File: src/design/controlPkg.sv
package controlPkg;

	//////////////////////////////////////////////////
	// Field widths
	//////////////////////////////////////////////////

	typedef logic [4:0] opcodeT;
	typedef logic [2:0] aluOpT;
	typedef logic [1:0] selT;

	// Bit order beq, bne, blt, bgt, blet, bget
	typedef logic [5:0] branchMaskT;

	//////////////////////////////////////////////////
	// Opcodes
	//////////////////////////////////////////////////

	localparam opcodeT opAdd  = 5'd0;
	localparam opcodeT opAddi = 5'd1;
	localparam opcodeT opSub  = 5'd2;
	localparam opcodeT opJump = 5'd3;
	localparam opcodeT opCall = 5'd4;
	localparam opcodeT opBeq  = 5'd5;
	localparam opcodeT opBne  = 5'd6;
	// 7 to 10 are unused and run as nop
	localparam opcodeT opOr   = 5'd11;
	localparam opcodeT opAnd  = 5'd12;
	localparam opcodeT opNot  = 5'd13;
	localparam opcodeT opNop  = 5'd14;
	localparam opcodeT opComp = 5'd15;
	localparam opcodeT opSll  = 5'd16;
	localparam opcodeT opSrl  = 5'd17;
	localparam opcodeT opBlt  = 5'd18;
	localparam opcodeT opBgt  = 5'd19;
	localparam opcodeT opBlet = 5'd20;
	localparam opcodeT opBget = 5'd21;
	localparam opcodeT opJr   = 5'd22;

	// ALU function codes
	localparam aluOpT aluAdd  = 3'd0;
	localparam aluOpT aluSub  = 3'd1;
	localparam aluOpT aluAnd  = 3'd2;
	localparam aluOpT aluOr   = 3'd3;
	localparam aluOpT aluNot  = 3'd4;
	localparam aluOpT aluSll  = 3'd5;
	localparam aluOpT aluSrl  = 3'd6;
	localparam aluOpT aluComp = 3'd7;

	//////////////////////////////////////////////////
	// Sequencing and decode
	//////////////////////////////////////////////////

	typedef enum logic [2:0] {
		idleStep,
		fetchStep,
		decodeStep,
		executeStep,
		writebackStep
	} stepT;

	typedef enum logic [2:0] {
		aluReg,
		aluImm,
		shiftImm,
		branch,
		jump,
		call,
		jumpReg,
		nop
	} instrClassT;

	// Same order as the branch mask bits
	typedef enum logic [2:0] {
		beqKind,
		bneKind,
		bltKind,
		bgtKind,
		bletKind,
		bgetKind
	} branchKindT;

endpackage

File: src/design/stepSequencer.sv
module stepSequencer
	import controlPkg::*;
(
	input  logic       Reset,
	input  logic       Clock,
	input  instrClassT instrClass,
	output stepT       step
);

	stepT nextStep;

	//////////////////////////////////////////////////
	// Next step
	//////////////////////////////////////////////////

	always_comb begin
		nextStep = idleStep;
		case (step)
			idleStep: begin
				nextStep = fetchStep;
			end
			fetchStep: begin
				nextStep = decodeStep;
			end
			decodeStep: begin
				nextStep = executeStep;
			end
			executeStep: begin
				// Tail depends on what was decoded
				case (instrClass)
					aluReg, aluImm, shiftImm: begin
						nextStep = writebackStep;
					end
					branch, jump, call, jumpReg: begin
						nextStep = idleStep;
					end
					default: begin
						nextStep = fetchStep;
					end
				endcase
			end
			writebackStep: begin
				nextStep = fetchStep;
			end
			default: begin
				nextStep = idleStep;
			end
		endcase
	end

	//////////////////////////////////////////////////
	// Step register
	//////////////////////////////////////////////////

	always_ff @(posedge Reset or posedge Clock) begin
		if (Clock) begin
			step <= idleStep;
		end else begin
			step <= nextStep;
		end
	end

endmodule

File: src/design/opcodeDecoder.sv
module opcodeDecoder
	import controlPkg::*;
(
	input  logic       Reset,
	input  logic       Clock,
	input  stepT       step,
	input  opcodeT     opcode,
	output instrClassT instrClass,
	output aluOpT      aluOp,
	output branchKindT branchKind
);

	instrClassT decClass;
	aluOpT      decAluOp;
	branchKindT decKind;

	//////////////////////////////////////////////////
	// Opcode classification
	//////////////////////////////////////////////////

	always_comb begin
		decClass = nop;
		decAluOp = aluAdd;
		decKind  = beqKind;
		case (opcode)
			opAdd:  begin decClass = aluReg;   decAluOp = aluAdd;  end
			opSub:  begin decClass = aluReg;   decAluOp = aluSub;  end
			opAnd:  begin decClass = aluReg;   decAluOp = aluAnd;  end
			opOr:   begin decClass = aluReg;   decAluOp = aluOr;   end
			opNot:  begin decClass = aluReg;   decAluOp = aluNot;  end
			opComp: begin decClass = aluReg;   decAluOp = aluComp; end
			opAddi: begin decClass = aluImm;   decAluOp = aluAdd;  end
			opSll:  begin decClass = shiftImm; decAluOp = aluSll;  end
			opSrl:  begin decClass = shiftImm; decAluOp = aluSrl;  end
			opBeq:  begin decClass = branch;   decAluOp = aluSub; decKind = beqKind;  end
			opBne:  begin decClass = branch;   decAluOp = aluSub; decKind = bneKind;  end
			opBlt:  begin decClass = branch;   decAluOp = aluSub; decKind = bltKind;  end
			opBgt:  begin decClass = branch;   decAluOp = aluSub; decKind = bgtKind;  end
			opBlet: begin decClass = branch;   decAluOp = aluSub; decKind = bletKind; end
			opBget: begin decClass = branch;   decAluOp = aluSub; decKind = bgetKind; end
			opJump: begin decClass = jump;    end
			opCall: begin decClass = call;    end
			opJr:   begin decClass = jumpReg; end
			// nop and anything undefined
			default: begin
				decClass = nop;
			end
		endcase
	end

	//////////////////////////////////////////////////
	// Decode latch
	//////////////////////////////////////////////////

	// Loaded only on the edge that ends decode
	always_ff @(posedge Reset or posedge Clock) begin
		if (Clock) begin
			instrClass <= nop;
			aluOp      <= aluAdd;
			branchKind <= beqKind;
		end else if (step == decodeStep) begin
			instrClass <= decClass;
			aluOp      <= decAluOp;
			branchKind <= decKind;
		end
	end

endmodule

File: src/design/controlEncoder.sv
module controlEncoder
	import controlPkg::*;
(
	input  stepT       step,
	input  instrClassT instrClass,
	input  aluOpT      aluOp,
	input  branchKindT branchKind,
	output logic       pcWrite,
	output logic       memRead,
	output logic       irWrite,
	output logic       aluSrcA,
	output logic       zeSe,
	output logic       rsRt,
	output logic       writeReg,
	output logic       oldNew,
	output selT        aluSrcB,
	output selT        pcSource,
	output selT        regDest,
	output selT        regData,
	output selT        rsRd,
	output aluOpT      aluOpOut,
	output branchMaskT branchEnable
);

	always_comb begin
		pcWrite      = 1'b0;
		memRead      = 1'b0;
		irWrite      = 1'b0;
		aluSrcA      = 1'b0;
		zeSe         = 1'b0;
		rsRt         = 1'b0;
		writeReg     = 1'b0;
		oldNew       = 1'b0;
		aluSrcB      = 2'd0;
		pcSource     = 2'd0;
		regDest      = 2'd0;
		regData      = 2'd0;
		rsRd         = 2'd0;
		aluOpOut     = aluAdd;
		branchEnable = '0;

		case (step)
			fetchStep: begin
				// PC + 1 while the instruction is read
				pcWrite  = 1'b1;
				memRead  = 1'b1;
				irWrite  = 1'b1;
				aluSrcB  = 2'd1;
				pcSource = 2'd1;
			end
			decodeStep: begin
				// Branch target computed ahead of time
				aluSrcB  = 2'd2;
				pcSource = 2'd1;
				zeSe     = 1'b1;
			end
			executeStep: begin
				case (instrClass)
					aluReg: begin
						aluSrcA  = 1'b1;
						pcSource = 2'd1;
						rsRt     = 1'b1;
						aluOpOut = aluOp;
					end
					aluImm, shiftImm: begin
						aluSrcA  = 1'b1;
						aluSrcB  = 2'd3;
						rsRd     = 2'd1;
						// Only addi sign-extends its immediate
						zeSe     = (instrClass == aluImm);
						aluOpOut = (instrClass == aluImm) ? aluAdd : aluOp;
					end
					branch: begin
						aluSrcA      = 1'b1;
						pcSource     = 2'd2;
						rsRd         = 2'd2;
						aluOpOut     = aluSub;
						branchEnable = branchMaskT'(1) << branchKind;
					end
					jump: begin
						pcWrite = 1'b1;
					end
					call: begin
						pcWrite  = 1'b1;
						writeReg = 1'b1;
						oldNew   = 1'b1;
						regDest  = 2'd2;
						regData  = 2'd2;
					end
					jumpReg: begin
						pcWrite  = 1'b1;
						aluSrcA  = 1'b1;
						pcSource = 2'd3;
						rsRd     = 2'd2;
					end
					default: begin
					end
				endcase
			end
			writebackStep: begin
				writeReg = 1'b1;
				rsRt     = 1'b1;
				regData  = 2'd1;
			end
			default: begin
			end
		endcase
	end

endmodule

File: src/design/multiCycleControl.sv
module multiCycleControl
	import controlPkg::*;
(
	input  logic       Reset,
	input  logic       Clock,
	input  opcodeT     opcode,
	output logic       pcWrite,
	output logic       memRead,
	output logic       irWrite,
	output logic       aluSrcA,
	output logic       zeSe,
	output logic       rsRt,
	output logic       writeReg,
	output logic       oldNew,
	output selT        aluSrcB,
	output selT        pcSource,
	output selT        regDest,
	output selT        regData,
	output selT        rsRd,
	output aluOpT      aluOp,
	output branchMaskT branchEnable
);

	stepT       step;
	instrClassT instrClass;
	aluOpT      decodedAluOp;
	branchKindT branchKind;

	stepSequencer sequencer0 (
		.Reset      (Reset),
		.Clock      (Clock),
		.instrClass (instrClass),
		.step       (step)
	);

	opcodeDecoder decoder0 (
		.Reset      (Reset),
		.Clock      (Clock),
		.step       (step),
		.opcode     (opcode),
		.instrClass (instrClass),
		.aluOp      (decodedAluOp),
		.branchKind (branchKind)
	);

	controlEncoder encoder0 (
		.step         (step),
		.instrClass   (instrClass),
		.aluOp        (decodedAluOp),
		.branchKind   (branchKind),
		.pcWrite      (pcWrite),
		.memRead      (memRead),
		.irWrite      (irWrite),
		.aluSrcA      (aluSrcA),
		.zeSe         (zeSe),
		.rsRt         (rsRt),
		.writeReg     (writeReg),
		.oldNew       (oldNew),
		.aluSrcB      (aluSrcB),
		.pcSource     (pcSource),
		.regDest      (regDest),
		.regData      (regData),
		.rsRd         (rsRd),
		.aluOpOut     (aluOp),
		.branchEnable (branchEnable)
	);

endmodule

File: config.mk
export PLATFORM = sky130hd
export DESIGN_NAME = multiCycleControl
export DESIGN_NICKNAME = d
export VERILOG_FILES = /design/src/design/controlPkg.sv /design/src/design/stepSequencer.sv /design/src/design/opcodeDecoder.sv /design/src/design/controlEncoder.sv /design/src/design/multiCycleControl.sv
export SDC_FILE = /design/constraint.sdc
export NUM_CORES = 1
export LEC_CHECK = 0
export BUFFER_PORTS_ARGS = -buffer_cell sky130_fd_sc_hd__clkbuf_2
export CORE_MARGIN = 1
export CORE_UTILIZATION = 53
export DETAILED_ROUTE_END_ITERATION = 7
export GPL_TIMING_DRIVEN = 0
export PLACE_DENSITY_LB_ADDON = 0.25
export SLEW_MARGIN = 20
export SYNTH_ARGS = -nofsm -noshare
export SYNTH_HDL_FRONTEND = slang
export SYNTH_SLANG_ARGS = --single-unit
export TNS_END_PERCENT = 10
File: constraint.sdc
create_clock -name Reset -period 3.09 [get_ports Reset]
set_clock_uncertainty 0.05 [all_clocks]
set_input_delay 0.1545 -clock Reset [delete_from_list [all_inputs] [get_ports Reset]]
set_output_delay 0.1545 -clock Reset [all_outputs]
set_load 0.1 [all_outputs]
==> results of run 1 <==
## tightest hold or removal path: stages
cell      delay (ns)
clkbuf_2        0.09
nand2b_1        0.12
o31ai_1         0.08
## per-stage QoR
| step | instance area [um^2] | hold WS, ns | instances | utilization (%) |
|---|---|---|---|---|
| after floorplan | 1020 | -0.0329 | 130 | - |
| after global placement | 1210 | 0.108 | 187 | 68.8 |
| after detailed placement | 1210 | 0.117 | 187 | 68.8 |
| after CTS | 1260 | 0.165 | 192 | 71.4 |
| after global routing | 1260 | 0.184 | 192 | 71.4 |
| final | 1260 | 0.163 | 192 | 71.4 |
## state kept, by name (all words and copies together) (netlist names)
register and cells:
decoder0.aluOp 3, decoder0.branchKind 3, decoder0.instrClass 3, sequencer0.step 3
## layer usage
metal	global-route usage [%]	part of all wire (%)	vias to the layer above
met4	14.7	1.0	0
met5	0	0	-
met2	43.7	52	46
met3	1.59	4.2	3
li1	-	-	537
met1	28.3	42	509
## area by class of cell
class	count	area [um^2]	area share (%)
multi-input cells	99	611	48.5
flip-flops and latches	12	304	24.1
repair buffers	33	170	13.5
plain buffers	14	88.8	7.05
clock buffers	4	36.3	2.88
well taps	25	31.3	2.48
inverters	5	18.8	1.49
## final timing paths
path / depth (start not counted) / startpoint / to / slack [ns]
worst min register to register: 2 / decoder0.aluOp[2] / decoder0.aluOp[2] / 0.43
min in group asynchronous: 3 / Clock / sequencer0.step[1] / 0.39
worst max-delay path: 6 / decoder0.instrClass[2] / branchEnable[4] / 0.87
max in group asynchronous: 3 / Clock / decoder0.instrClass[1] / 2.25
worst max register to register: 5 / sequencer0.step[2] / decoder0.branchKind[0] / 1.59
worst min-delay path: 3 / opcode[2] / decoder0.branchKind[2] / 0.16
## kinds of logic (layout without fill, tap and decap cells)
family          Yosys count  in the layout  synth area share [%]
buf+inv                  19             56                  10.6
other cells               1              1                 0.369
flops                    12             12                  29.9
xor+xnor                  4              4                  3.44
simple gates             60             60                  33.0
compound gates           34             34                  22.8
## cells in the final DEF, fill, tap and decap left out, types with 2 or more instances in the layout
cell and count:
clkbuf_2 32, nand2_1 13, nor2_1 12, dfrtp_1 9, nand2b_1 7, nor3_1 6, a21oi_1 6, o21ai_0 6
buf_2 5, inv_1 5, buf_4 4, o31ai_1 4, nor2b_1 4, a31oi_1 4, clkbuf_1 3, and4b_1 3
clkbuf_4 3, dfstp_2 3, buf_6 2, o21ai_1 2, nor3b_1 2, nand4_1 2, and3b_1 2, and2_1 2
xor2_1 2, xnor2_1 2
==> flow_summary_export.csv, run 1 <==
group,metric,value,unit
worst_hold_path,hp-class,"in2reg",
floorplan,dieArea,0.00210,mm^2
timing,finalCriticalPeriod,2.22,ns
floorplan,die_width,45.8,um
clocking,h-tree-depth,1,
clocking,hold_buffers,1,
routing,antenna_left,0,
finish,syn_to_final_growth,23.9,%
global_route,antenna_found_initial,0,
synthesis,ys_seq_area_share,29.9,%
floorplan,start_util,57.7,%
critical_path,crit_family,"simple AND/OR/NAND/NOR gates",
global_route,grt_pass1_wl,3650,um
run,drv_cap,0,
routing,routed-via-count,1095,
synthesis,synth_edf_count,0,
timing,period_share,71.8,%
critical_path,worstPathRequired,2.89,ns
floorplan,num_rows,15,
global_route,gr-total-overflow,0,
timing,maxSlewViolCount,0,
finish,nets,175,
timing,rsz0062_at_grt,"no",
routing,wl_per_cell,12.8,um
timing,relSlewSlack,63.8,%
timing,setup_tns,0,ns
synthesis,synth-main-ff-cell,"dfrtp_1",
timing,worstMarginPinSlew,0.545,ns
timing,setup_viol,0,
global_route,grt_pass1_vias,867,
global_route,gr-usage-all-layers,24.5,%
outcome,status,"finished clean",
synthesis,yosysMostFrequentCell,"nand2_1",
floorplan,die_h,45.8,um
routing,drc,0,
synthesis,avgSynthCellArea,7.82,um^2
finish,fillers,155,
critical_path,endpoint_kind,"output pin",
critical_path,cp_max_fo,10,
clocking,cts_setup_buffers,0,
timing,finalHoldViolCount,0,
timing,timing.fmax,451,MHz
synthesis,ys_ff_latch,12,
clocking,tritoncts,"yes",
critical_path,cp.arrival,2.01,ns
clocking,clockRootBuffer,"clkbuf_4",
global_route,grt_max_degree,13,
synthesis,synthesis.area,0.00102,mm^2
critical_path,setup.worst_path.class,"reg2out",
critical_path,cp-start-kind,"flip-flop",
routing,wirelength,2450,um
clocking,clk_latency,0.28,ns
floorplan,io_pins,34,
synthesis,yosysWarnings,0,
routing,dr.first_iter.drc_count,18,
floorplan,core_area,0.00176,mm^2
synthesis,synth_top_area_cell,"dfrtp_1",
synthesis,synth_top_area_share,22.1,%
placed_design,gp_congestion,0.834,
routing,viasPerCell,5.70,
synthesis,synth_cells,130,
clocking,cts_made_buffers,3,
synthesis,synthTopCellsByCount,"nand2_1, nor2_1, dfrtp_1",
placed_design,post-place-ws,1.19,ns
critical_path,cpPeakStageDelay,0.47,ns
synthesis,async_flop_share,100,%
synthesis,synth_area_leaders,"dfrtp_1, dfstp_2, nand2_1, nor2_1, nand2b_1",
clocking,cts_buffer_depth,2,
placed_design,numPortBuffers,32,
clocking,clkTransAtPathRegs,0.08,ns
synthesis,synth_nets,137,
routing,first_pass_iters,4,
clocking,post_cts_resized,0,
finish,num_antenna_cells,0,
critical_path,critPathSlowestCell,"clkbuf_2",
placed_design,hpwlAfterDp,1860,um
finish,drive_above_1_share,32.3,%
timing,layout_setup_ws,0.872,ns
synthesis,yosysUniqueCellTypes,43,
critical_path,worst-path-buf-inv,2,
clocking,cts.sinks,12,
critical_path,crit_chain,"buf_6 -> and4bb_2 -> and4b_1 -> nand2_1 -> nor2_1 -> clkbuf_2",
Power of run 1 is not shown: default switching activity piles up to over one toggle a cycle in this logic, so the estimate is an artifact.
==> run 2, diff against run 1 <==
Settings changed: CORE_UTILIZATION 53 to 45.
Clock period 3.09 ns to 2 ns, I/O delays scaled along.
==> run 2 against run 1 <==
Count of clock-buffer cells in the layout did not move. Critical path depth fell by 1. Worst hold slack got worse by 0.037 ns. Wire length rose by 12%. Global-route usage fell by 2.9 points. Setup slack got worse by 0.84 ns. Final cell count rose by 2.6%. Non-clock buffer count rose by 3. Via count fell by 0.37%. Sequential cell count did not move. Sequential share of layout area fell by 2.7 points. Utilization fell by 1.3 points. Largest cell class unchanged. Highest routed layer unchanged.
==> flow_summary_export.csv, run 2 (synthesis results as in run 1) <==
group,metric,value,unit
finish,multi_input_area,649,um^2
clocking,clockRootBuffer,"clkbuf_4",
finish,num_antenna_cells,0,
finish,fillers,163,
critical_path,cp.arrival,1.81,ns
run,drv_cap,0,
placed_design,numPortBuffers,32,
critical_path,cp_max_fo,10,
placed_design,gp_congestion,0.813,
floorplan,core_area,0.00204,mm^2
routing,wirelength,2740,um
floorplan,num_rows,16,
critical_path,worstPathRequired,1.85,ns
global_route,grt_pass1_vias,986,
floorplan,start_util,49.8,%
finish,syn_to_final_growth,40.8,%
timing,relSlewSlack,63.9,%
critical_path,endpoint_kind,"output pin",
floorplan,dieArea,0.00245,mm^2
clocking,tritoncts,"yes",
global_route,grt_max_degree,13,
routing,dr.first_iter.drc_count,29,
routing,viasPerCell,5.54,
timing,finalCriticalPeriod,1.96,ns
finish,nets,178,
timing,setup_viol,0,
finish,fin_area,0.00143,mm^2
outcome,status,"finished clean",
placed_design,dpl_cell_area,0.00125,mm^2
clocking,clk_latency,0.27,ns
clocking,clkTransAtPathRegs,0.08,ns
placed_design,hpwlAfterDp,1980,um
timing,finalHoldViolCount,0,
finish,layout_common_cells,"nand2_1, clkbuf_2, nor2_1",
clocking,cts_buffer_depth,2,
routing,wl_per_cell,13.9,um
critical_path,setup.worst_path.class,"reg2out",
timing,worstMarginPinSlew,0.544,ns
global_route,gr-total-overflow,0,
global_route,grt_pass1_wl,4200,um
clocking,cts.sinks,12,
worst_hold_path,hp-class,"in2reg",
timing,whs,0.126,ns
timing,rsz0062_at_grt,"yes",
clocking,cts_made_buffers,3,
finish,drive_above_1_share,40.0,%
routing,routed-via-count,1091,
timing,timing.fmax,509,MHz
routing,drc,0,
clocking,h-tree-depth,1,
timing,period_share,98.2,%
critical_path,cp-start-kind,"flip-flop",
routing,first_pass_iters,4,
floorplan,die_h,49.5,um
floorplan,io_pins,34,
routing,antenna_left,0,
global_route,gr-usage-all-layers,21.5,%
global_route,antenna_found_initial,0,
finish,final-seq-area,307,um^2
timing,maxSlewViolCount,0,
floorplan,die_width,49.5,um
run 2: stage by stage:
stage,worst slack [ns],std cells,TNS [ns],utilization (%)
floorplan,-0.442,130,-3.99,-
global placement,0.148,189,0,61.3
detailed placement,0.130,189,0,61.3
CTS,0.00798,194,0,67.3
global route,-0.0211,197,-0.0474,70.2
finish,0.0359,197,0,70.2
run 2: routing by layer:
layer  GRT usage (%)  vias up  routed length [um]
li1                -      539                   -
met1            24.6      512                1150
met2            41.9       38                1480
met3            1.85        2                  97
met4            5.71        0                   8
met5               0        -                   0
run 2: layout make-up:
cell class                      count  area share, %
Buffer                             14           6.81
Clock buffer                        4           2.53
Inverter                            5           1.31
Multi-Input combinational cell     99           45.3
Sequential cell                    12           21.4
Tap cell                           27           2.36
Timing Repair Buffer               36           20.3
run 2: worst max-delay path: stages (launching register included):
cell and delay, ns:
dfstp_2 0.53, buf_6 0.13, and4bb_2 0.26, and4b_1 0.24
and3_1 0.21, buf_8 0.18
run 2: final timing paths:
path,from,endpoint,slack (ns),cells past startpoint
max in group asynchronous,Clock,decoder0.instrClass[2],1.23,3
min in group asynchronous,Clock,decoder0.aluOp[1],0.32,3
hold reg to reg,decoder0.branchKind[1],decoder0.branchKind[1],0.47,2
setup / recovery,decoder0.instrClass[2],branchEnable[5],0.04,5
setup reg to reg,sequencer0.step[2],decoder0.aluOp[0],0.51,4
hold / removal,opcode[2],decoder0.branchKind[2],0.13,3
run 2: repair_timing:
item	4_1_cts	5_1_grt
cloned	0	0
resized for setup	21	25
hold buffers	1	0
setup buffers	0	3
setup endpoints to repair	15	18
hold endpoints to repair	9	0
Power of run 2 is left out for the same reason.
==> run 3, diff against run 2 <==
Settings changed: CORE_UTILIZATION 45 to 49, CTS_CLUSTER_DIAMETER set to 50.
Clock period 2 ns to 1.9 ns, I/O delays scaled along.
==> run 3 against run 2 <==
The flow now finishes with violations (setup timing). Critical path type unchanged. Critical path depth shrank 1. Sequential share of layout area shrank 1.3 points. Non-clock buffer count grew 1. Design area grew 6.4%. Highest routed layer unchanged.
==> flow_summary_export.csv, run 3 (synthesis results as in run 1) <==
group,metric,value,unit
outcome,status,"complete, but fails checks",
outcome,failed_checks,"setup timing",
critical_path,worstReg2RegEnd,"decoder0.instrClass[2]",
timing,whs,0.130,ns
clocking,cts.sinks,12,
floorplan,io_pins,34,
timing,layout_setup_ws,-0.0261,ns
finish,layout_common_cells,"nand2_1, buf_4, nor2_1",
finish,num_antenna_cells,0,
worst_hold_path,hp-class,"in2reg",
worst_hold_path,holdCritStartpoint,"opcode[2]",
routing,wirelength,3020,um
global_route,antenna_found_initial,0,
placed_design,gp_congestion,0.810,
critical_path,worstPathRequired,1.75,ns
timing,setup_viol,6,
routing,first_pass_iters,4,
clocking,tritoncts,"yes",
global_route,gr-usage-all-layers,25.2,%
routing,routed-via-count,1129,
worst_hold_path,min_path_cells,3,
finish,drive_above_1_share,43.3,%
critical_path,critPathSlowestCell,"dfrtp_2",
critical_path,setup.worst_path.class,"reg2out",
timing,timing.fmax,519,MHz
finish,syn_to_final_growth,49.8,%
clocking,clockRootBuffer,"clkbuf_4",
routing,antenna_left,0,
floorplan,die_width,47.6,um
clocking,cts_made_buffers,3,
critical_path,cp.arrival,1.78,ns
floorplan,start_util,51.8,%
floorplan,num_rows,16,
critical_path,cpPeakStageDelay,0.46,ns
routing,viasPerCell,5.70,
critical_path,cp_max_fo,8,
floorplan,die_h,47.6,um
finish,nets,179,
placed_design,hpwlAfterDp,1850,um
timing,period_share,101,%
critical_path,r2r_slack,0.33,ns
critical_path,rr_startpoint,"sequencer0.step[1]",
floorplan,dieArea,0.00226,mm^2
worst_hold_path,hold_end,"decoder0.branchKind[2]",
clocking,cts_buffer_depth,2,
routing,wl_per_cell,15.3,um
global_route,gr-total-overflow,0,
critical_path,r2r_cells,4,
clocking,clkTransAtPathRegs,0.08,ns
global_route,grt_pass1_vias,878,
placed_design,numPortBuffers,32,
run,drv_cap,0,
critical_path,crit_chain,"and4bb_2 -> nand4_1 -> nor3b_2 -> clkbuf_8",
critical_path,cp-start-kind,"flip-flop",
timing,worstMarginPinSlew,0.560,ns
clocking,clk_latency,0.26,ns
timing,maxSlewViolCount,0,
floorplan,core_area,0.00196,mm^2
timing,finalCriticalPeriod,1.93,ns
global_route,grt_max_degree,13,
routing,dr.first_iter.drc_count,23,
finish,final_common_cell,"nand2_1",
clocking,h-tree-depth,1,
timing,relSlewSlack,62.6,%
critical_path,endpoint_kind,"output pin",
timing,rsz0062_at_grt,"yes",
global_route,grt_pass1_wl,4030,um
timing,finalHoldViolCount,0,
routing,drc,0,
[run 3: cell types whose count changed in the layout (fill, tap and decap cells not counted), moves of 2 or more]
cell	delta
clkbuf_2	-4
buf_8	+2
buf_12	+2
clkbuf_8	+2
o21ai_2	+2
o21ai_1	-2
[run 3: how the worst max path moves through the flow]
stage	start	end
floorplan	decoder0.instrClass[2]	branchEnable[4]
global placement	sequencer0.step[2]	zeSe
detailed placement	sequencer0.step[2]	aluSrcB[0]
CTS	decoder0.instrClass[2]	branchEnable[5]
global route	sequencer0.step[2]	branchEnable[3]
finish	sequencer0.step[2]	branchEnable[3]
[run 3: cell type report]
cell class	count	area [um^2]
inverters	5	18.8
repair buffers	37	359
plain buffers	14	104
flip-flops and latches	12	307
multi-input cells	99	676
fillers	127	438
well taps	27	33.8
clock buffers	4	26.3
[run 3: per-stage QoR]
stage | cell area [um^2] | instances | utilization, % | worst slack [ns] | setup TNS (ns)
floorplan | 1060 | 130 | - | -0.537 | -5.45
global placement | 1250 | 189 | 63.8 | 0.0567 | 0
detailed placement | 1250 | 189 | 63.8 | 0.0615 | 0
CTS | 1430 | 194 | 72.8 | -0.0268 | -0.0608
global route | 1520 | 198 | 77.7 | -0.0998 | -0.601
finish | 1520 | 198 | 77.7 | -0.0261 | -0.0818
[run 3: worst max-delay path, delay by kind of cell (launching register included)]
| kind | cells | cell delay [ns] |
|---|---|---|
| simple gates | 3 | 0.78 |
| buf+inv | 1 | 0.28 |
| flops | 1 | 0.46 |
[run 3: timing repair]
action	4_1_cts	5_1_grt
buffers inserted	0	4
gates resized for setup	36	30
pin swaps	1	4
hold buffers	1	0
endpoints found under the setup margin	19	25
hold endpoints to repair	9	0
[run 3: routing by layer]
layer  vias to the layer above  GRT usage, %  routed length, um  part of all wire (%)
met5                         -             0                  0                     0
met4                         0          7.22                 18                  0.60
met3                         4          1.51                130                   4.3
met2                        43          47.9               1640                    54
met1                       542          30.4               1230                    41
li1                        540             -                  -                     -
Power of run 3 is left out for the same reason.
